[src/common/fsa_consts.svh]
`ifndef FSA_CONSTS_SVH
`define FSA_CONSTS_SVH

`define FSA_PIX_W 8
`define FSA_ROW_W 12
`define FSA_COL_W 12

`define FSA_REG_HEIGHT   8'h00
`define FSA_REG_WIDTH    8'h04
`define FSA_REG_THRESH   8'h08
`define FSA_REG_LEFT     8'h0C
`define FSA_REG_RIGHT    8'h10
`define FSA_REG_FRAMES   8'h14
`define FSA_REG_COL_SEL  8'h18
`define FSA_REG_COL_DATA 8'h1C

`endif
[src/common/fsa_pkg.sv]
`include "fsa_consts.svh"

package fsa_pkg;

	// Per-column record kept across the rows of a frame
	typedef struct packed {
		logic                  dark;
		logic [`FSA_ROW_W-1:0] top;
		logic [`FSA_ROW_W-1:0] bot;
	} col_state_t;

	typedef struct packed {
		logic [`FSA_PIX_W-1:0] data;
		logic                  sof;  // tuser
		logic                  eol;  // tlast
	} pix_beat_t;

	typedef struct packed {
		logic                  valid;
		logic [`FSA_COL_W-1:0] col;
	} edge_t;

	typedef struct packed {
		logic [`FSA_ROW_W-1:0] height;
		logic [`FSA_COL_W-1:0] width;
		logic [`FSA_PIX_W-1:0] thresh;
	} fsa_cfg_t;

endpackage

[src/fsa_core/fsa_core.sv]
`timescale 1ns/1ns
`include "fsa_consts.svh"

module fsa_core (
	input  logic                  clk,
	input  logic                  resetn,
	input  fsa_pkg::fsa_cfg_t     cfg,
	input  logic                  s_axis_tvalid,
	input  logic [`FSA_PIX_W-1:0] s_axis_tdata,
	input  logic                  s_axis_tuser,
	input  logic                  s_axis_tlast,
	output logic                  s_axis_tready,
	output logic                  rd_en,
	output logic [`FSA_COL_W-1:0] rd_addr,
	input  fsa_pkg::col_state_t   rd_data,
	output logic                  wr_en,
	output logic [`FSA_COL_W-1:0] wr_addr,
	output fsa_pkg::col_state_t   wr_data,
	output fsa_pkg::edge_t        left_edge,
	output fsa_pkg::edge_t        right_edge,
	output logic                  frame_done
);
	typedef struct packed {
		logic                  vld;
		logic                  dark;
		logic                  first;
		logic                  last;
		logic                  eol;
		logic [`FSA_COL_W-1:0] x;
		logic [`FSA_ROW_W-1:0] y;
	} stage_t;

	fsa_pkg::pix_beat_t    beat;
	fsa_pkg::pix_beat_t    b0;
	logic                  axis_hs;
	logic [`FSA_COL_W-1:0] x_cnt;
	logic [`FSA_COL_W-1:0] cur_x;
	logic [`FSA_ROW_W-1:0] y_cnt;
	logic [`FSA_ROW_W-1:0] cur_y;
	logic [`FSA_ROW_W-1:0] y0;
	stage_t                s1;
	stage_t                s2;
	stage_t                s3;
	fsa_pkg::col_state_t   old2;
	fsa_pkg::col_state_t   old3;
	fsa_pkg::col_state_t   old_s;
	fsa_pkg::col_state_t   nxt;
	logic                  sof4;
	logic                  sof5;
	logic                  lft_run;
	logic                  lft_valid;
	logic [`FSA_COL_W-1:0] lft_col;
	logic                  rt_prev;
	logic                  rt_valid;
	logic [`FSA_COL_W-1:0] rt_col;

	assign s_axis_tready = 1'b1;
	assign axis_hs = s_axis_tvalid & s_axis_tready;
	assign beat = '{data: s_axis_tdata, sof: s_axis_tuser, eol: s_axis_tlast};
	assign cur_x = beat.sof ? '0 : x_cnt;
	assign cur_y = beat.sof ? '0 : y_cnt;

	always_ff @(posedge clk) begin
		if (!resetn) begin
			rd_en <= 1'b0;
			x_cnt <= '0;
			y_cnt <= '0;
		end else begin
			rd_en <= axis_hs;  // Read issued with the captured beat
			if (axis_hs) begin
				x_cnt <= beat.eol ? '0 : cur_x + 1'b1;
				y_cnt <= beat.eol ? cur_y + 1'b1 : cur_y;
			end
		end
	end

	always_ff @(posedge clk) begin
		if (axis_hs) begin
			rd_addr <= cur_x;
			y0 <= cur_y;
			b0 <= beat;
		end
	end

	always_ff @(posedge clk) begin
		if (!resetn) begin
			s1 <= '0;
			s2 <= '0;
			s3 <= '0;
		end else begin
			s1.vld <= rd_en;
			s1.dark <= b0.data < cfg.thresh;
			s1.first <= y0 == '0;
			s1.last <= y0 == cfg.height - 1'b1;
			s1.eol <= b0.eol;
			s1.x <= rd_addr;
			s1.y <= y0;
			s2 <= s1;
			s3 <= s2;
		end
	end

	// Memory output lines up with stage 2
	always_ff @(posedge clk) begin
		old2 <= rd_data;
		old3 <= old2;
	end

	always_comb begin
		old_s = s3.first ? '0 : old3;
		nxt.dark = old_s.dark | s3.dark;
		nxt.top = (s3.dark && !old_s.dark) ? s3.y : old_s.top;
		nxt.bot = s3.dark ? s3.y : old_s.bot;
	end

	always_ff @(posedge clk) begin
		if (!resetn) begin
			wr_en <= 1'b0;
			sof4 <= 1'b0;
			sof5 <= 1'b0;
			frame_done <= 1'b0;
		end else begin
			wr_en <= s3.vld;
			sof4 <= s3.vld & s3.last & s3.eol;  // Last beat of the frame
			sof5 <= sof4;
			frame_done <= sof5;
		end
	end

	always_ff @(posedge clk) begin
		if (s3.vld) begin
			wr_addr <= s3.x;
			wr_data <= nxt;
		end
	end

	// Edge scan over the flags of the earlier rows, during the last row
	always_ff @(posedge clk) begin
		if (!resetn) begin
			lft_run <= 1'b0;
			lft_valid <= 1'b0;
			lft_col <= '0;
			rt_prev <= 1'b0;
			rt_valid <= 1'b0;
			rt_col <= '0;
		end else if (s3.vld && s3.last) begin
			if (s3.x == '0) begin
				lft_valid <= old3.dark;
				lft_run <= old3.dark;
				lft_col <= '0;
			end else if (!old3.dark) begin
				lft_run <= 1'b0;
			end else if (lft_run) begin
				lft_col <= s3.x;
			end
			if (old3.dark && (s3.x == '0 || !rt_prev))
				rt_col <= s3.x;  // Start of a new dark run
			rt_prev <= old3.dark;
			if (s3.eol)
				rt_valid <= old3.dark;
		end
	end

	always_ff @(posedge clk) begin
		if (!resetn) begin
			left_edge <= '0;
			right_edge <= '0;
		end else if (sof4) begin
			left_edge.valid <= lft_valid;
			left_edge.col <= lft_valid ? lft_col : '0;
			right_edge.valid <= rt_valid;
			right_edge.col <= rt_valid ? rt_col : '0;
		end
	end

	assert property (@(posedge clk) disable iff (!resetn)
		wr_en |-> $past(rd_en, 4) && $past(rd_addr, 4) == wr_addr);

	assert property (@(posedge clk) disable iff (!resetn)
		rd_en |-> rd_addr < cfg.width);

endmodule

[config.mk]
export PLATFORM = sky130hd
export DESIGN_NAME = fsa_core
export DESIGN_NICKNAME = d
export VERILOG_FILES = /design/src/common/fsa_pkg.sv /design/src/fsa_core/fsa_core.sv
export VERILOG_INCLUDE_DIRS = /design/src /design/src/common
export SDC_FILE = /design/constraint.sdc
export NUM_CORES = 1
export LEC_CHECK = 0
export BUFFER_PORTS_ARGS = -buffer_cell sky130_fd_sc_hd__buf_2
export CAP_MARGIN = 10
export CORE_ASPECT_RATIO = 1.4
export CORE_UTILIZATION = 25
export CTS_CLUSTER_DIAMETER = 200
export CTS_CLUSTER_SIZE = 10
export DETAILED_ROUTE_END_ITERATION = 10
export HOLD_SLACK_MARGIN = 0.15
export MAX_ROUTING_LAYER = met4
export SYNTH_ARGS = -nofsm -noshare
export SYNTH_HDL_FRONTEND = slang
export SYNTH_SLANG_ARGS = --single-unit
[constraint.sdc]
create_clock -name clk -period 6.44 [get_ports clk]
set_input_delay 0.322 -clock clk [delete_from_list [all_inputs] [get_ports clk]]
set_output_delay 0.322 -clock clk [all_outputs]
set_load 0.1 [all_outputs]
Word-level counts from Yosys, hierarchy flattened
Cells that the tools add are included.
- register bits after elaboration: 290
- input bits: 70
- output and inout bits: 79
- word-level logic and storage cells: 90
- add/subtract/negate cells: 3
- magnitude comparators: 1
- equality and inequality tests: 2
- muxes and demuxes: 14
- bitwise logic cells: 3
- reductions and logical operators: 15
- operator list (operator ; count):
    $mux 12 ; 11
    $mux 25 ; 1
    $add 12x1->12 const B ; 2
    $logic_not 12->1 ; 2
    $eq 12x12->1 ; 1
    $sub 12x1->12 const B ; 1
    $lt 8x8->1 ; 1
    $reduce_and 2->1 ; 4
    $reduce_bool 2->1 ; 2
    $logic_and 1x1->1 ; 3
    $reduce_and 3->1 ; 1
    $and 1x1->1 ; 2
    $logic_not 1->1 ; 2
    $mux 1 ; 2
    $ne 2x1->1 const B ; 1
    $logic_or 1x1->1 ; 1
    $or 1x1->1 ; 1

Longest topological paths before layout
- word-level depth: 4
- depth in mapped cells: 11
- depth with buffers taken out: 9

Worst setup path after synthesis
No wires, ideal clock.
- path kind: flip-flop to flip-flop
- from: register s3[28] (netlist name)
- to: register lft_col[10]
- library setup time: 128 ps
- data arrival time: 2166 ps
- data required time: 6312 ps
- setup slack: 4146 ps
- cell stages (with the launch flop): 6
- path buffers: 1
- clock period less this slack: 2294 ps
- cells stage by stage: dfxtp_1 nand2_1 a21oi_1 buf_4 mux2i_1 nor2_1
- longest elaborated chain between the ends: 2
- ends and longest elaborated chain (item ; line ; text):
    start: declaration ; fsa_core.sv:43 ; stage_t s3;
    start signal: assignment ; fsa_core.sv:89 ; s3 <= '0;
    start signal: assignment ; fsa_core.sv:99 ; s3 <= s2;
    $logic_and 1x1->1 ; fsa_core.sv:146 ; end else if (s3.vld && s3.last) begin
    $reduce_and 3->1 (no line) ; -- ;
    end signal: assignment ; fsa_core.sv:154 ; lft_col <= s3.x;
    end: declaration ; fsa_core.sv:52 ; logic [`FSA_COL_W-1:0] lft_col;
Every way passes these cells.
A chain may end at the register's enable or synchronous reset.

Worst setup path after layout
- from: register s3[19] (netlist name)
- to: register rt_col[3]
- longest elaborated chain between the ends: 4
- ends and longest elaborated chain (item ; line ; text):
    $logic_not 12->1 ; fsa_core.sv:156 ; if (old3.dark && (s3.x == '0 || !rt_prev))
    $logic_or 1x1->1 ; fsa_core.sv:156 ;
    $logic_and 1x1->1 ; fsa_core.sv:156 ;
    $reduce_and 2->1 (no line) ; -- ;
    end signal: assignment ; fsa_core.sv:157 ; rt_col <= s3.x;
    end: declaration ; fsa_core.sv:55 ; logic [`FSA_COL_W-1:0] rt_col;
Every way passes these cells.

==> impl_results.md <==
- Status: completed
- Largest cells by area after synthesis: dfxtp_1 (45%), edfxtp_1 (22%), and2_1 (6.3%)
- Crit-path slowest cell: nor4_1
- Max-cap viol count: 0
- Die X: 168.5 um
- DP HPWL: 13590 um
- Routed WL per cell: 13.17 um
- Ys async rst share: 0%
- Worst Path Buf+Inv: 1
- Cells along the critical path: nor4_1 -> nand3_1 -> a21oi_1 -> buf_4 -> mux2i_1 -> nor2_1
- Reg clk slew, reported paths: 50 ps
- Worst Skew: 16.22 ps
- EDFF count, synth: 70
- Slowest stage delay, CP: 480 ps
- Initial antenna violation count: 1
- 1st-pass router iterations: 4
- Sequential element share of the synthesized area: 67.03%
- I/O Pins: 149
- Slew HR: 40.21%
- Worst Setup End Kind: register
- Synth-to-Final Area Change: 26.05%
- Syn Nets: 902
- Post-route minimum period: 1917 ps
- Placement Rows: 85
- Postcts setup bufs: 0
- Worst-path fanout max: 12
- Fin crit share: 29.77%
- Total Wirelength: 20290 um
- Synth Cell Area: 9707 um^2
- Core Area: 38390 um^2
- Worst Hold Class: in -> reg
- Sink Count: 290
- Largest net degree at the start of global routing: 89
- # setup viols final: 0
- Fill count: 3857
- First-pass GRT wire length: 31800 um
- FF+latch count, synth: 290
- Gr ovfl total: 0
- Vias in the first global route: 6101
- NumNets Final: 1075
- Worst EP required: 6790 ps
- Tot GR Track Use: 10.47%
- Mapped Cells: 822
- Final Hold Fails: 0
- Initial Utilization: 25.28%
- Top-area cell type share of the netlist area: 45.37%
- Insertion delay to the later sink of the worst-skew pair: 500 ps
- Vias per cell: 4.025
- TritonCTS clock tree: built
- Synth unique cells: 47
- Die footprint: 39630 um^2
- Layout cells sized above 1: 18.37%
- Die height: 235.2 um
- CTS hold repair buffers: 33
- CP arrival: 2260 ps
- IO Port Bufs: 135
- CTS-repair resized insts: 0
- Slew @ Worst Pin: 893.6 ps
- Iteration-0 DRC count of the detailed router: 312
- Crit path launch type: register
- Gpl congestion: 0.8012
- Ys flop type: dfxtp_1
- Synth area leader: dfxtp_1
- Slew Viols, Final: 0
- Number of buffers created by CTS: 34
- IR drop worst, VDD: 0.1442 mV
- H-tree Lvls: 2
- CP top delay family: simple AND/OR/NAND/NOR gates
- Post-route antenna net violation count: 0
- Leak pwr: 4.864 nW
- Longest Clk Path Bufs: 3
- Vias: 6203
- Setup TNS: 0 ps
- Avg Inst Size Synth: 11.81 um^2
- Pwr/cell area: 312.6 nW/um^2
- Power Total: 3.825 mW
- Crit Path Category: reg -> reg
- Unrepaired setup endpoints after global routing: false
- Post-route DRC: 0
- Fmax achieved: 0.5216 GHz
- Root Buffer Master: clkbuf_16
- Warnings from Yosys: 0
## worst register-to-register path: cells and delay by family (launching register included)
kind,cells,cell delay [ps]
flops,1,360
buf+inv,1,280
compound gates,1,180
mux,1,220
simple gates,3,750
## cell usage after synthesis, types with 10 or more instances
library cell    n
dfxtp_1       220
and2_1         98
nor2_1         87
edfxtp_1       70
nand2_1        57
clkbuf_1       34
mux2i_1        30
nand3_1        25
a22oi_1        24
nor2b_1        23
inv_1          17
xor2_1         15
xnor2_1        14
a21oi_1        13
a22o_1         11
ha_1           10
## per-stage QoR
step           setup WS, ps  instances  instance area, um^2  hold WS [ps]  util, %
5_1_grt                4371       1541                12240         171.9    31.87
3_3_place_gp           4186       1448                10930         311.7    28.47
2_1_floorplan          4146        822                 9707         309.6        -
6_report               4523       1541                12240         178.7    31.87
4_1_cts                4489       1540                12230         159.3    31.86
3_5_place_dp           4147       1448                10930         312.1    28.47
## power breakdown
part | leakage (nW) | internal [mW] | switching, mW
Clock | 0.463 | 1.01 | 0.688
Sequential | 2.48 | 1.92 | 0.0227
Combinational | 1.92 | 0.0675 | 0.120
Total | 4.86 | 2.99 | 0.830
## final timing paths
kind,start,end,slack (ps),depth (start not counted)
setup / recovery,s3[19]$_SDFF_PN0_,rt_col[3]$_SDFFE_PN0P_,4520,6
hold / removal,resetn,s2[5]$_SDFF_PN0_,180,2
setup reg to reg,s3[19]$_SDFF_PN0_,rt_col[3]$_SDFFE_PN0P_,4520,6
hold reg to reg,old2[6]$_DFF_P_,old3[6]$_DFF_P_,320,0
## kinds of logic (layout without fill, tap and decap cells)
logic type | count (synthesis) | after routing | synth area share, %
simple gates | 328 | 328 | 17.69
other cells | 1 | 2 | 0.03863
buf+inv | 55 | 251 | 2.243
flops | 290 | 290 | 67.03
fa+ha+maj | 10 | 10 | 1.289
compound gates | 79 | 79 | 6.007
xor+xnor | 29 | 29 | 2.617
mux | 30 | 30 | 3.094
## cell type report
class / count / area (um^2) / share of cell area (%)
timing repair buffer: 174 / 1051 / 8.590
antenna: 1 / 2.502 / 0.02045
multi-input combinational: 477 / 2983 / 24.38
clock buffer: 58 / 962.2 / 7.864
sequential: 290 / 6507 / 53.19
inverter: 18 / 67.56 / 0.5522
tap: 522 / 653.1 / 5.338
clock inverter: 1 / 8.758 / 0.07158
## flip-flops by register name (all words and copies together) (netlist names), 9 cells and up
signal      flops
left_edge      13
lft_col        12
wr_data        25
y_cnt          12
s2             29
b0              9
old3           25
y0             12
rt_col         12
right_edge     13
x_cnt          12
s3             29
old2           25
wr_addr        12
s1             29
rd_addr        12
## placed cells by master (no fill, tap or decap), types with 3 or more instances in the layout
cell type      count
a21oi_1           13
a22o_1            11
a22oi_1           24
and2_1            98
buf_2            135
buf_4              6
clkbuf_1          23
clkbuf_16         35
dfxtp_1          219
dlygate4sd3_1     33
edfxtp_1          70
ha_1              10
inv_1             16
mux2i_1           30
nand2_1           57
nand2b_1           6
nand3_1           25
nand3b_1           3
nand4_1            4
nor2_1            87
nor2b_1           23
nor3_1             7
nor4_1             8
o21ai_0            9
o2bb2ai_1          6
xnor2_1           14
xor2_1            15
## routing by layer
layer / vias to the layer above / GRT usage, % / part of all wire [%]
li1: 3128 / - / -
met1: 2928 / 10.27 / 38
met2: 112 / 19.48 / 54
met3: 35 / 2.186 / 4.5
met4: 0 / 4.848 / 3.2
met5: - / - / 0
Power figures use the tool's default switching activity.
