### src/common/fsa_consts.svh
`ifndef FSA_CONSTS_SVH
`define FSA_CONSTS_SVH

`define FSA_PIX_W 8
`define FSA_ROW_W 12
`define FSA_COL_W 12

`define FSA_REG_HEIGHT   8'h00
`define FSA_REG_WIDTH    8'h04
`define FSA_REG_THRESH   8'h08
`define FSA_REG_LEFT     8'h0C
`define FSA_REG_RIGHT    8'h10
`define FSA_REG_FRAMES   8'h14
`define FSA_REG_COL_SEL  8'h18
`define FSA_REG_COL_DATA 8'h1C

`endif
### src/common/fsa_pkg.sv
`include "fsa_consts.svh"

package fsa_pkg;

	// Per-column record kept across the rows of a frame
	typedef struct packed {
		logic                  dark;
		logic [`FSA_ROW_W-1:0] top;
		logic [`FSA_ROW_W-1:0] bot;
	} col_state_t;

	typedef struct packed {
		logic [`FSA_PIX_W-1:0] data;
		logic                  sof;  // tuser
		logic                  eol;  // tlast
	} pix_beat_t;

	typedef struct packed {
		logic                  valid;
		logic [`FSA_COL_W-1:0] col;
	} edge_t;

	typedef struct packed {
		logic [`FSA_ROW_W-1:0] height;
		logic [`FSA_COL_W-1:0] width;
		logic [`FSA_PIX_W-1:0] thresh;
	} fsa_cfg_t;

endpackage

### src/verilog/fsa_regs.sv
`timescale 1ns/1ns
`include "fsa_consts.svh"

module fsa_regs (
	input  logic                  clk,
	input  logic                  resetn,
	input  logic [7:0]            s_axil_awaddr,
	input  logic                  s_axil_awvalid,
	output logic                  s_axil_awready,
	input  logic [31:0]           s_axil_wdata,
	input  logic [3:0]            s_axil_wstrb,
	input  logic                  s_axil_wvalid,
	output logic                  s_axil_wready,
	output logic [1:0]            s_axil_bresp,
	output logic                  s_axil_bvalid,
	input  logic                  s_axil_bready,
	input  logic [7:0]            s_axil_araddr,
	input  logic                  s_axil_arvalid,
	output logic                  s_axil_arready,
	output logic [31:0]           s_axil_rdata,
	output logic [1:0]            s_axil_rresp,
	output logic                  s_axil_rvalid,
	input  logic                  s_axil_rready,
	output fsa_pkg::fsa_cfg_t     cfg,
	input  fsa_pkg::edge_t        left_edge,
	input  fsa_pkg::edge_t        right_edge,
	input  logic                  frame_done,
	output logic [`FSA_COL_W-1:0] col_addr,
	input  fsa_pkg::col_state_t   col_data
);
	logic [7:0]  aw_addr_q;
	logic [7:0]  ar_addr_q;
	logic [31:0] wdata_q;
	logic [3:0]  wstrb_q;
	logic [1:0]  wr_sh;
	logic [1:0]  rd_sh;
	logic [31:0] frames;
	logic [31:0] wmask;
	logic [31:0] wr_word;
	logic        aw_hs;
	logic        ar_hs;

	function automatic logic [31:0] reg_word(input logic [7:0] addr);
		case (addr)
			`FSA_REG_HEIGHT:   reg_word = 32'(cfg.height);
			`FSA_REG_WIDTH:    reg_word = 32'(cfg.width);
			`FSA_REG_THRESH:   reg_word = 32'(cfg.thresh);
			`FSA_REG_LEFT:     reg_word = {left_edge.valid, {(31-`FSA_COL_W){1'b0}}, left_edge.col};
			`FSA_REG_RIGHT:    reg_word = {right_edge.valid, {(31-`FSA_COL_W){1'b0}}, right_edge.col};
			`FSA_REG_FRAMES:   reg_word = frames;
			`FSA_REG_COL_SEL:  reg_word = 32'(col_addr);
			`FSA_REG_COL_DATA: reg_word = 32'(col_data);
			default:           reg_word = '0;
		endcase
	endfunction

	// AW and W are taken together, one access in flight per direction
	assign s_axil_awready = s_axil_awvalid & s_axil_wvalid & ~|wr_sh & ~s_axil_bvalid;
	assign s_axil_wready = s_axil_awready;
	assign aw_hs = s_axil_awvalid & s_axil_awready;
	assign s_axil_arready = ~|rd_sh & ~s_axil_rvalid;
	assign ar_hs = s_axil_arvalid & s_axil_arready;
	assign s_axil_bresp = 2'b00;
	assign s_axil_rresp = 2'b00;

	always_comb begin
		wmask = {{8{wstrb_q[3]}}, {8{wstrb_q[2]}}, {8{wstrb_q[1]}}, {8{wstrb_q[0]}}};
		wr_word = (reg_word(aw_addr_q) & ~wmask) | (wdata_q & wmask);
	end

	always_ff @(posedge clk) begin
		if (aw_hs) begin
			aw_addr_q <= s_axil_awaddr;
			wdata_q <= s_axil_wdata;
			wstrb_q <= s_axil_wstrb;
		end
		if (ar_hs)
			ar_addr_q <= s_axil_araddr;
		if (rd_sh[1])
			s_axil_rdata <= reg_word(ar_addr_q);  // COL_DATA settled by now
	end

	always_ff @(posedge clk) begin
		if (!resetn) begin
			wr_sh <= '0;
			rd_sh <= '0;
			s_axil_bvalid <= 1'b0;
			s_axil_rvalid <= 1'b0;
			cfg <= '0;
			col_addr <= '0;
			frames <= '0;
		end else begin
			wr_sh <= {wr_sh[0], aw_hs};
			rd_sh <= {rd_sh[0], ar_hs};
			if (wr_sh[0]) begin
				case (aw_addr_q)
					`FSA_REG_HEIGHT:  cfg.height <= wr_word[`FSA_ROW_W-1:0];
					`FSA_REG_WIDTH:   cfg.width <= wr_word[`FSA_COL_W-1:0];
					`FSA_REG_THRESH:  cfg.thresh <= wr_word[`FSA_PIX_W-1:0];
					`FSA_REG_COL_SEL: col_addr <= wr_word[`FSA_COL_W-1:0];
					default:          ;
				endcase
			end
			if (wr_sh[1])
				s_axil_bvalid <= 1'b1;
			else if (s_axil_bready)
				s_axil_bvalid <= 1'b0;
			if (rd_sh[1])
				s_axil_rvalid <= 1'b1;
			else if (s_axil_rready)
				s_axil_rvalid <= 1'b0;
			if (frame_done)
				frames <= frames + 1'b1;
		end
	end

	assert property (@(posedge clk) disable iff (!resetn)
		s_axil_bvalid && !s_axil_bready |=> s_axil_bvalid);

	assert property (@(posedge clk) disable iff (!resetn)
		s_axil_rvalid && !s_axil_rready |=> s_axil_rvalid && $stable(s_axil_rdata));

endmodule

### config.mk
export PLATFORM = sky130hd
export DESIGN_NAME = fsa_regs
export DESIGN_NICKNAME = d
export VERILOG_FILES = /design/src/common/fsa_pkg.sv /design/src/verilog/fsa_regs.sv
export VERILOG_INCLUDE_DIRS = /design/src /design/src/common
export SDC_FILE = /design/constraint.sdc
export NUM_CORES = 1
export LEC_CHECK = 0
export BUFFER_PORTS_ARGS = -buffer_cell sky130_fd_sc_hd__buf_4
export CORE_ASPECT_RATIO = 0.7
export CORE_MARGIN = 8
export CORE_UTILIZATION = 48
export DETAILED_ROUTE_END_ITERATION = 10
export PLACE_DENSITY = 0.74
export SYNTH_ARGS = -nofsm -noshare
export SYNTH_HDL_FRONTEND = slang
export SYNTH_SLANG_ARGS = --single-unit
### constraint.sdc
create_clock -name clk -period 3.3 [get_ports clk]
set_input_delay 0.495 -clock clk [delete_from_list [all_inputs] [get_ports clk]]
set_output_delay 0.495 -clock clk [all_outputs]
set_load 0.05 [all_outputs]
# After elaboration in Yosys (flattened, before gate mapping)
# Index checks and enable logic that the tools add are counted.
# word_totals
word_cells	59
in_bits	111
reg_bits	144
# classes
n_mux	6
addsub	1
n_eq_ne	14
bitwise	12
reduce_logical	12
# ops
operator	n
case mux 32 bit (8 select lines)	1
case mux 12 bit (8 select lines)	1
equality test 8 x 5 -> 1 bit (second input constant)	8
adder 32 x 1 -> 32 bit (second input constant)	1
equality test 8 x 4 -> 1 bit (second input constant)	4
bitwise AND 12 bit	2
equality test 8 x 3 -> 1 bit (second input constant)	2
zero test 8 bit	2
inverter 12 bit	1
OR 12 bit	1
AND reduction 2 bit	4
bitwise AND 1 bit	6
two-way mux 1 bit	4
nonzero test 2 bit	2
OR reduction 2 bit	2
zero test 1 bit	2
inverter 1 bit	2

# Longest topological paths before layout
# Gate-level depths: netlist (run 1).
# depth
word_depth	5
depth_mapped	7

# Worst setup path after synthesis (run 1)
# No wires, ideal clock.
# synth_path
kind	register -> register
startpoint	reg s_axil_bvalid
endpoint	reg aw_addr_q[0] (enable)
setup_ns	0.457
slack_ns	0.071
period_less_slack_ns	3.229
required_ns	2.843
n_path_buf	0
stages_incl_launch_ff	2
t_arrival_ns	2.772
cell_sequence	dfxtp_1 > nor4_1
# synth_via
elab_chain_cells	3
# synth_lines
element	line_no	text
start, declared	fsa_regs.sv:15	output logic s_axil_bvalid,
start signal, assigned	fsa_regs.sv:87	s_axil_bvalid <= 1'b0;
start signal, assigned	fsa_regs.sv:105	s_axil_bvalid <= 1'b1;
start signal, assigned	fsa_regs.sv:107	s_axil_bvalid <= 1'b0;
inverter 1 bit	fsa_regs.sv:58	assign s_axil_awready = s_axil_awvalid & s_axil_wvalid & ~|wr_sh & ~s_axil_bvalid;
bitwise AND 1 bit	fsa_regs.sv:58	
bitwise AND 1 bit	fsa_regs.sv:60	assign aw_hs = s_axil_awvalid & s_axil_awready;
named net aw_hs	fsa_regs.sv:40	logic aw_hs;
end signal, assigned	fsa_regs.sv:73	aw_addr_q <= s_axil_awaddr;
end, declared	fsa_regs.sv:31	logic [7:0] aw_addr_q;
# The timed path passes the listed nets, and every way through them passes these cells.
# A chain may end at the register's enable or synchronous reset.

# Worst setup path after layout (run 1)
# layout_path
startpoint	reg aw_addr_q[3]
endpoint	reg cfg[29] (netlist name)
# layout_via
elab_chain_cells	4
# layout_lines
element	line_no	text
equality test 8 x 5 -> 1 bit, or another cell as far along	fsa_regs.sv:44	case (addr)
case mux 12 bit (8 select lines)	fsa_regs.sv:44	
bitwise AND 12 bit	fsa_regs.sv:68	wr_word = (reg_word(aw_addr_q) & ~wmask) | (wdata_q & wmask);
OR 12 bit	fsa_regs.sv:68	
end, declared	fsa_regs.sv:24	output fsa_pkg::fsa_cfg_t cfg,
# Several ways; a longest one is shown, not always the timed one.

==> metrics.cfg, run 1 <==
[clocking]
clockBufferDepth=2
cts_buffers=17
clock_latency_ns=0.42
htree_levels=4
root_buffer=clkbuf_16
cts_setup_buffers=0
clock_sinks=144
ctsHoldBuffers=0
cts.repair.resized=0
cts_tree=yes
clk_transition_reported_paths_ns=0.06

[global_route]
grt_pass1_vias=6504
track_usage_pct=23.4
grt_max_degree=61
gr-total-overflow=0
antenna_found_initial=0
grt_pass1_wl_um=36200

[power_and_ir_drop]
power_leakage_nw=3.59
finalPower_mw=4.41
pwr_density_cell_nw_per_um2=467
power_frac_seq_pct=43.9
internal-power_mw=3.34
p_switching_mw=1.07
ir_drop_mv=0.293
p_sw_share_pct=24.2
power_frac_comb_pct=9.2
clkPwrFrac_pct=47.0

[finish]
antenna_cells=0
syn_to_final_growth_pct=27.6
drive_above_1_share_pct=30.5
multiInputGateArea_sq_um=3620
layout.nets=979
fill_cells=1273
register_area_sq_um=3500

[floorplanning]
chipWidth_um=165
start_util_pct=48.4
rows=38
boundaryPins=196
coreArea_sq_um=15300
die-area_sq_um=19700
dieHeight_um=120

[timing]
report.final.slew_viol_count=0
final_hold_viol_count=0
fmax_ghz=0.394
rsz0062_at_grt=no
skew_ns=0.0121
fin_crit_ns=2.54
setup_ws_ns=0.762
slew_headroom_pct=39.6
tns_ns=0
setup_viol=0
tightest_slew_ns=0.884
fin_crit_sh_pct=76.9

[synthesis]
yosysMostFrequentCell=dfxtp_1
synth_cells=715
netlist.area_leader.share_pct=25.1
synth_commonest_cells=82 x dfxtp_1, 62 x edfxtp_1, 59 x nand2_1
synth_seq_area_share_pct=47.3
synth_top_area_cell=edfxtp_1
avgSynthCellArea_sq_um=10.4
async_flop_share_pct=0
ys_seq_elements=144
synth_area_leaders=edfxtp_1 25%, dfxtp_1 22%, mux4_2 4.9%
synth_edf_count=62
yosys_warnings=0
netlist_area_sq_um=7410
ys.flop_type=dfxtp_1
synth_cell_types=65

[worst_setup_path]
crit_path_end=cfg[29]
critPathMaxFanout=12
worstSetupStartpoint=aw_addr_q[3]
slowest_delay_ns=0.88
timing.rr.end=cfg[29]
cp.required_ns=3.55
worstSetupStartpointType=flip-flop
cp_data_arrival_time_ns=2.79
worst_setup_path_end_kind=flip-flop
reg2reg_slack_ns=0.76
worstSetupPathType=flip-flop to flip-flop
r2r_start=aw_addr_q[3]
worstPathCellList=nor2b_1 -> and2_1 -> a2111oi_0 -> o22ai_1
crit_slowest_cell=a2111oi_0
rr_worst_depth=4

[detailed_routing]
drc=0
dr.pass1.iters=6
drt-vias-per-instance=6.13
routed_wl_um=23300
drt_iter0_drc=760
vias=6620
detail-route-antenna-nets=0
drt-wirelength-per-cell_um=21.6

[placement]
portBuffers=169
pre_cts_slack_ns=0.833
dpl.hpwl_um=17000
place_congestion=0.904

[flow_run]
drv_cap=0

[run_status]
outcome=finished, final reports clean

[worst_hold_path]
hold_class=primary input to flip-flop

## sequential cells by signal, summed over array words and instances, names as in the netlist
signal	flops
wstrb_q	2
aw_addr_q	8
wdata_q	12
rd_sh	2
s_axil_rdata	32
cfg	32
wr_sh	2
s_axil_rvalid	1
ar_addr_q	8
s_axil_bvalid	1
frames	32
col_addr	12
## cells by family (layout without fill, tap and decap cells)
logic type / count (synthesis) / in the layout / synth area share [%]
buf+inv: 73 / 235 / 4.17
flops: 144 / 144 / 47.3
other cells: 1 / 4 / 0.0506
xor+xnor: 12 / 12 / 1.42
fa+ha+maj: 1 / 1 / 0.169
simple gates: 238 / 238 / 17.8
mux: 72 / 72 / 13.1
compound gates: 174 / 174 / 16.0
## critical path: cells and delay by family, from the launching register on
| family | cells | cell delay [ns] |
|---|---|---|
| compound gates | 2 | 1.10 |
| flops | 1 | 0.64 |
| simple gates | 2 | 0.64 |
## area by class of cell
cell class | instances | area share (%)
inverter | 19 | 0.754
clock buffer | 18 | 4.54
tap | 200 | 2.65
multi-input combinational | 501 | 38.2
clock inverter | 14 | 2.16
timing repair buffer | 184 | 14.6
sequential | 144 | 37.1
## stage by stage
step	hold slack [ns]	util [%]	instance area, sq um	instances
detailed placement	0.449	57.6	8820	1048
global placement	0.436	57.6	8820	1048
finish	0.243	61.8	9460	1080
CTS	0.232	61.8	9460	1080
floorplan	0.431	-	7420	718
global route	0.227	61.8	9460	1080
## power by group through the flow
stage | combinational (mW) | clock (mW) | sequential [mW]
floorplan | 0.189 | 0 | 2.01
detailed placement | 0.399 | 0 | 1.97
global placement | 0.393 | 0 | 1.97
finish | 0.405 | 2.07 | 1.93
CTS | 0.401 | 2.09 | 1.93
global route | 0.428 | 2.17 | 1.94
## worst min path at each step
stage | endpoint | depth (start not counted) | from | slack [ns]
after floorplan | rd_sh[1] | 1 | rd_sh[0] | 0.43
after global placement | rd_sh[1] | 1 | rd_sh[0] | 0.44
after detailed placement | rd_sh[1] | 1 | rd_sh[0] | 0.45
after CTS | wdata_q[2] | 1 | s_axil_wdata[2] | 0.23
after global routing | wdata_q[2] | 1 | s_axil_wdata[2] | 0.23
final | wdata_q[7] | 1 | s_axil_wdata[7] | 0.24
## per-layer routing
metal  up-vias  part of all wire, %  GRT usage (%)
li1       3048                    -              -
met1      3164                   43           32.3
met2       370                   44           34.9
met3        38                   11           7.29
met4         0                  1.5           6.68
met5         -                    0              0
## layout by cell type, fill, tap and decap left out, types with 15 or more instances in the layout
cell type    n
buf_4      184
dfxtp_1     82
edfxtp_1    62
nand2_1     59
o21ai_0     42
nor2_1      29
a21oi_1     27
mux2i_1     26
mux2_2      26
nand3_1     24
and2_1      21
a22o_1      19
inv_1       18
clkbuf_16   17
mux4_2      16
nand3b_1    15
No activity file was read; power rests on OpenSTA's default activity.
==> run 2: changes to the inputs <==
--- a/config.mk
+++ b/config.mk
@@ -6,12 +6,13 @@
 export SDC_FILE = /design/constraint.sdc
 export NUM_CORES = 1
 export LEC_CHECK = 0
+export ABC_AREA = 1
 export BUFFER_PORTS_ARGS = -buffer_cell sky130_fd_sc_hd__buf_4
 export CORE_ASPECT_RATIO = 0.7
 export CORE_MARGIN = 8
-export CORE_UTILIZATION = 48
+export CORE_UTILIZATION = 50
 export DETAILED_ROUTE_END_ITERATION = 10
-export PLACE_DENSITY = 0.74
+export PLACE_DENSITY = 0.73
 export SYNTH_ARGS = -nofsm -noshare
 export SYNTH_HDL_FRONTEND = slang
 export SYNTH_SLANG_ARGS = --single-unit
==> constraint.sdc (replaced) <==
create_clock -name clk -period 2.5 [get_ports clk]
set_input_delay 0.375 -clock clk [delete_from_list [all_inputs] [get_ports clk]]
set_output_delay 0.375 -clock clk [all_outputs]
set_load 0.05 [all_outputs]
==> metrics.cfg, run 2 <==
[timing]
slew_headroom_pct=57.3  ; +18 points
setup_viol=0  ; unchanged
skew_ns=0.0108  ; -0.00124 ns
report.final.slew_viol_count=0  ; unchanged
fmax_ghz=0.484  ; +23%
tns_ns=0  ; unchanged
fin_crit_sh_pct=82.7  ; +5.8 points
worst_hold_slack_ns=0.117  ; -0.127 ns
fin_crit_ns=2.07  ; -0.471 ns
tightest_slew_ns=0.639  ; -0.244 ns
rsz0062_at_grt=no
final_hold_viol_count=0  ; unchanged

[floorplanning]
die-area_sq_um=19600  ; -0.59%
start_util_pct=50.2  ; +1.8 points
dieHeight_um=120  ; -0.29%
boundaryPins=196  ; unchanged
rows=38  ; unchanged
coreArea_sq_um=15300  ; -0.31%
chipWidth_um=164  ; -0.30%

[power_and_ir_drop]
pwr_density_cell_nw_per_um2=550  ; +18%
ir_drop_mv=0.414  ; +41%
power_leakage_nw=4.30  ; +20%

[finish]
fill_cells=1392  ; +9.3%
syn_to_final_growth_pct=26.3
stdcell_area_sq_um=9690  ; +2.4%
top_regs=cfg: 32 flops, frames: 32 flops, s_axil_rdata: 32 flops
drive_above_1_share_pct=22.7  ; -7.7 points
layout_common_cells=196 x nand2_1, 187 x buf_4, 167 x nand3_1
final_common_cell=nand2_1
layout.nets=1305  ; +33%
antenna_cells=0  ; unchanged

[detailed_routing]
drt-wirelength-per-cell_um=17.7  ; -18%
met2_length_um=10000  ; -3.4%
dr_wl_met3_um=3250  ; +22%
dr.pass1.iters=5  ; -1
routed_wl_um=24800  ; +6.6%
detail-route-antenna-nets=0  ; unchanged
vias=7827  ; +18%
drc=0  ; unchanged
drt_iter0_drc=815  ; +7.2%
top_layer=met4
m1WireLength_um=10900  ; +10%
drt-vias-per-instance=5.57  ; -9.2%

[synthesis]
yosys_warnings=0  ; unchanged
synth_commonest_cells=196 x nand2_1, 167 x nand3_1, 156 x inv_1
netlist_area_sq_um=7670  ; +3.5%
synth_edf_count=62  ; unchanged
yosysMostFrequentCell=nand2_1
ys_seq_elements=144  ; unchanged
netlist.area_leader.share_pct=24.3  ; -0.84 points
ys.flop_type=dfxtp_1
synth_cell_types=40  ; -38%
synth_area_leaders=edfxtp_1 24%, dfxtp_1 21%, nand3_1 11%
avgSynthCellArea_sq_um=7.45  ; -28%
synth_seq_area_share_pct=45.7  ; -1.6 points
synth_cells=1029  ; +44%
async_flop_share_pct=0  ; unchanged
synth_top_area_cell=edfxtp_1

[global_route]
antenna_found_initial=0  ; unchanged
grt_max_degree=49  ; -20%
grt_pass1_vias=7348  ; +13%
track_usage_pct=25.1  ; +1.6 points
gr-total-overflow=0  ; unchanged
grt_pass1_wl_um=38700  ; +6.9%

[clocking]
cts.repair.resized=0  ; unchanged
htree_levels=4  ; unchanged
clockBufferDepth=2  ; unchanged
cts_setup_buffers=0  ; unchanged
cts_buffers=17  ; unchanged
cts_tree=yes
ctsHoldBuffers=0  ; unchanged
clock_latency_ns=0.43  ; about the same
clk_transition_reported_paths_ns=0.07  ; about the same
clock_sinks=144  ; unchanged
root_buffer=clkbuf_16

[flow_run]
drv_cap=0  ; unchanged

[worst_setup_path]
slowest_delay_ns=0.42  ; -0.46 ns
cpMostUsedCell=nand2_1
cp.depth=8  ; +4
worst_setup_path_end_kind=flip-flop
cp_data_arrival_time_ns=2.32  ; -0.47 ns
cp.required_ns=2.75  ; -0.80 ns
worstSetupStartpointType=flip-flop
crit_slowest_cell=nand2_1
critical_path.top_delay_family=simple AND/OR/NAND/NOR gates
path_buf_inv=2  ; +2
rr_worst_depth=8  ; +4
worstPathCellList=inv_1 -> nand2_1 -> nor3_2 -> buf_4 -> nand2_1 -> o22ai_1 -> nor2_1 -> o211ai_1
critPathMaxFanout=16  ; +4
worstSetupPathType=flip-flop to flip-flop

[placement]
place_congestion=0.942  ; +4.1%
placed_area_sq_um=9130  ; +3.5%
portBuffers=169  ; unchanged
dpl.hpwl_um=19000  ; +12%

[worst_hold_path]
hold_class=primary input to flip-flop
whs_path_depth=1  ; unchanged

[run_status]
outcome=finished, final reports clean

## run 2: cell count changes after synthesis, moves of 13 or more
cell	delta
a22o_1	-19
mux2i_1	-26
nand3_1	+143
buf_2	+16
mux4_2	-16
mux2_2	-26
nand3b_1	-13
and2_1	-21
clkbuf_1	-24
nand2_1	+137
a21oi_1	+44
inv_1	+138
nor2_1	+56
## run 2: cells by family after synthesis
family,count (synthesis),share of synthesized area (%)
and+or+nand+nor,517,31.7
buffers and inverters,217,11.7
AOI/OAI and AO/OA,145,10.3
DFF,144,45.7
xor gates and xnor gates,4,0.457
adders and majority gates,1,0.163
other,1,0.0489
## run 2: layout make-up
| type | count | area [sq um] | share of cell area [%] |
|---|---|---|---|
| clock buffers | 17 | 425 | 4.39 |
| flip-flops and latches | 144 | 3500 | 36.2 |
| inverters | 170 | 646 | 6.67 |
| repair buffers | 189 | 1440 | 14.9 |
| well taps | 200 | 250 | 2.58 |
| multi-input cells | 671 | 3290 | 34.0 |
| clock inverters | 15 | 126 | 1.30 |
## run 2: metrics by stage
step	setup WS (ns)	utilization (%)	power [mW]	std cells
finish	0.433	63.5	5.33	1406
global route	0.298	63.5	5.48	1406
CTS	0.488	63.5	5.35	1406
detailed placement	0.511	59.8	2.94	1374
global placement	0.573	59.8	2.94	1374
floorplan	0.412	-	2.75	1032
## run 2: worst paths after layout
| path | start | slack, ns | endpoint |
|---|---|---|---|
| worst max-delay path | ar_addr_q[6] | 0.43 | s_axil_rdata[3] |
| worst min-delay path | s_axil_wdata[3] | 0.12 | wdata_q[3] |
| worst max register to register | ar_addr_q[6] | 0.43 | s_axil_rdata[3] |
| worst min register to register | rd_sh[0] | 0.47 | rd_sh[1] |
## run 2: routing by layer
layer	global-route usage, %	vias to the layer above
li1	-	3714
met1	35.4	3593
met2	34.9	468
met3	8.14	52
met4	9.63	0
met5	0	-
## run 2: worst register-to-register path: cells and delay by family, from the launching register on
kind	cells	cell delay [ns]
AO/OA/AOI/OAI	2	0.47
flip-flops	1	0.37
AND/OR/NAND/NOR	4	0.71
buffers and inverters	2	0.35
## run 2: power by group
part,switching (mW),leakage [nW],internal (mW)
clock,1.13,0.258,1.30
sequential,0.0258,1.27,2.49
combinational,0.235,2.78,0.141
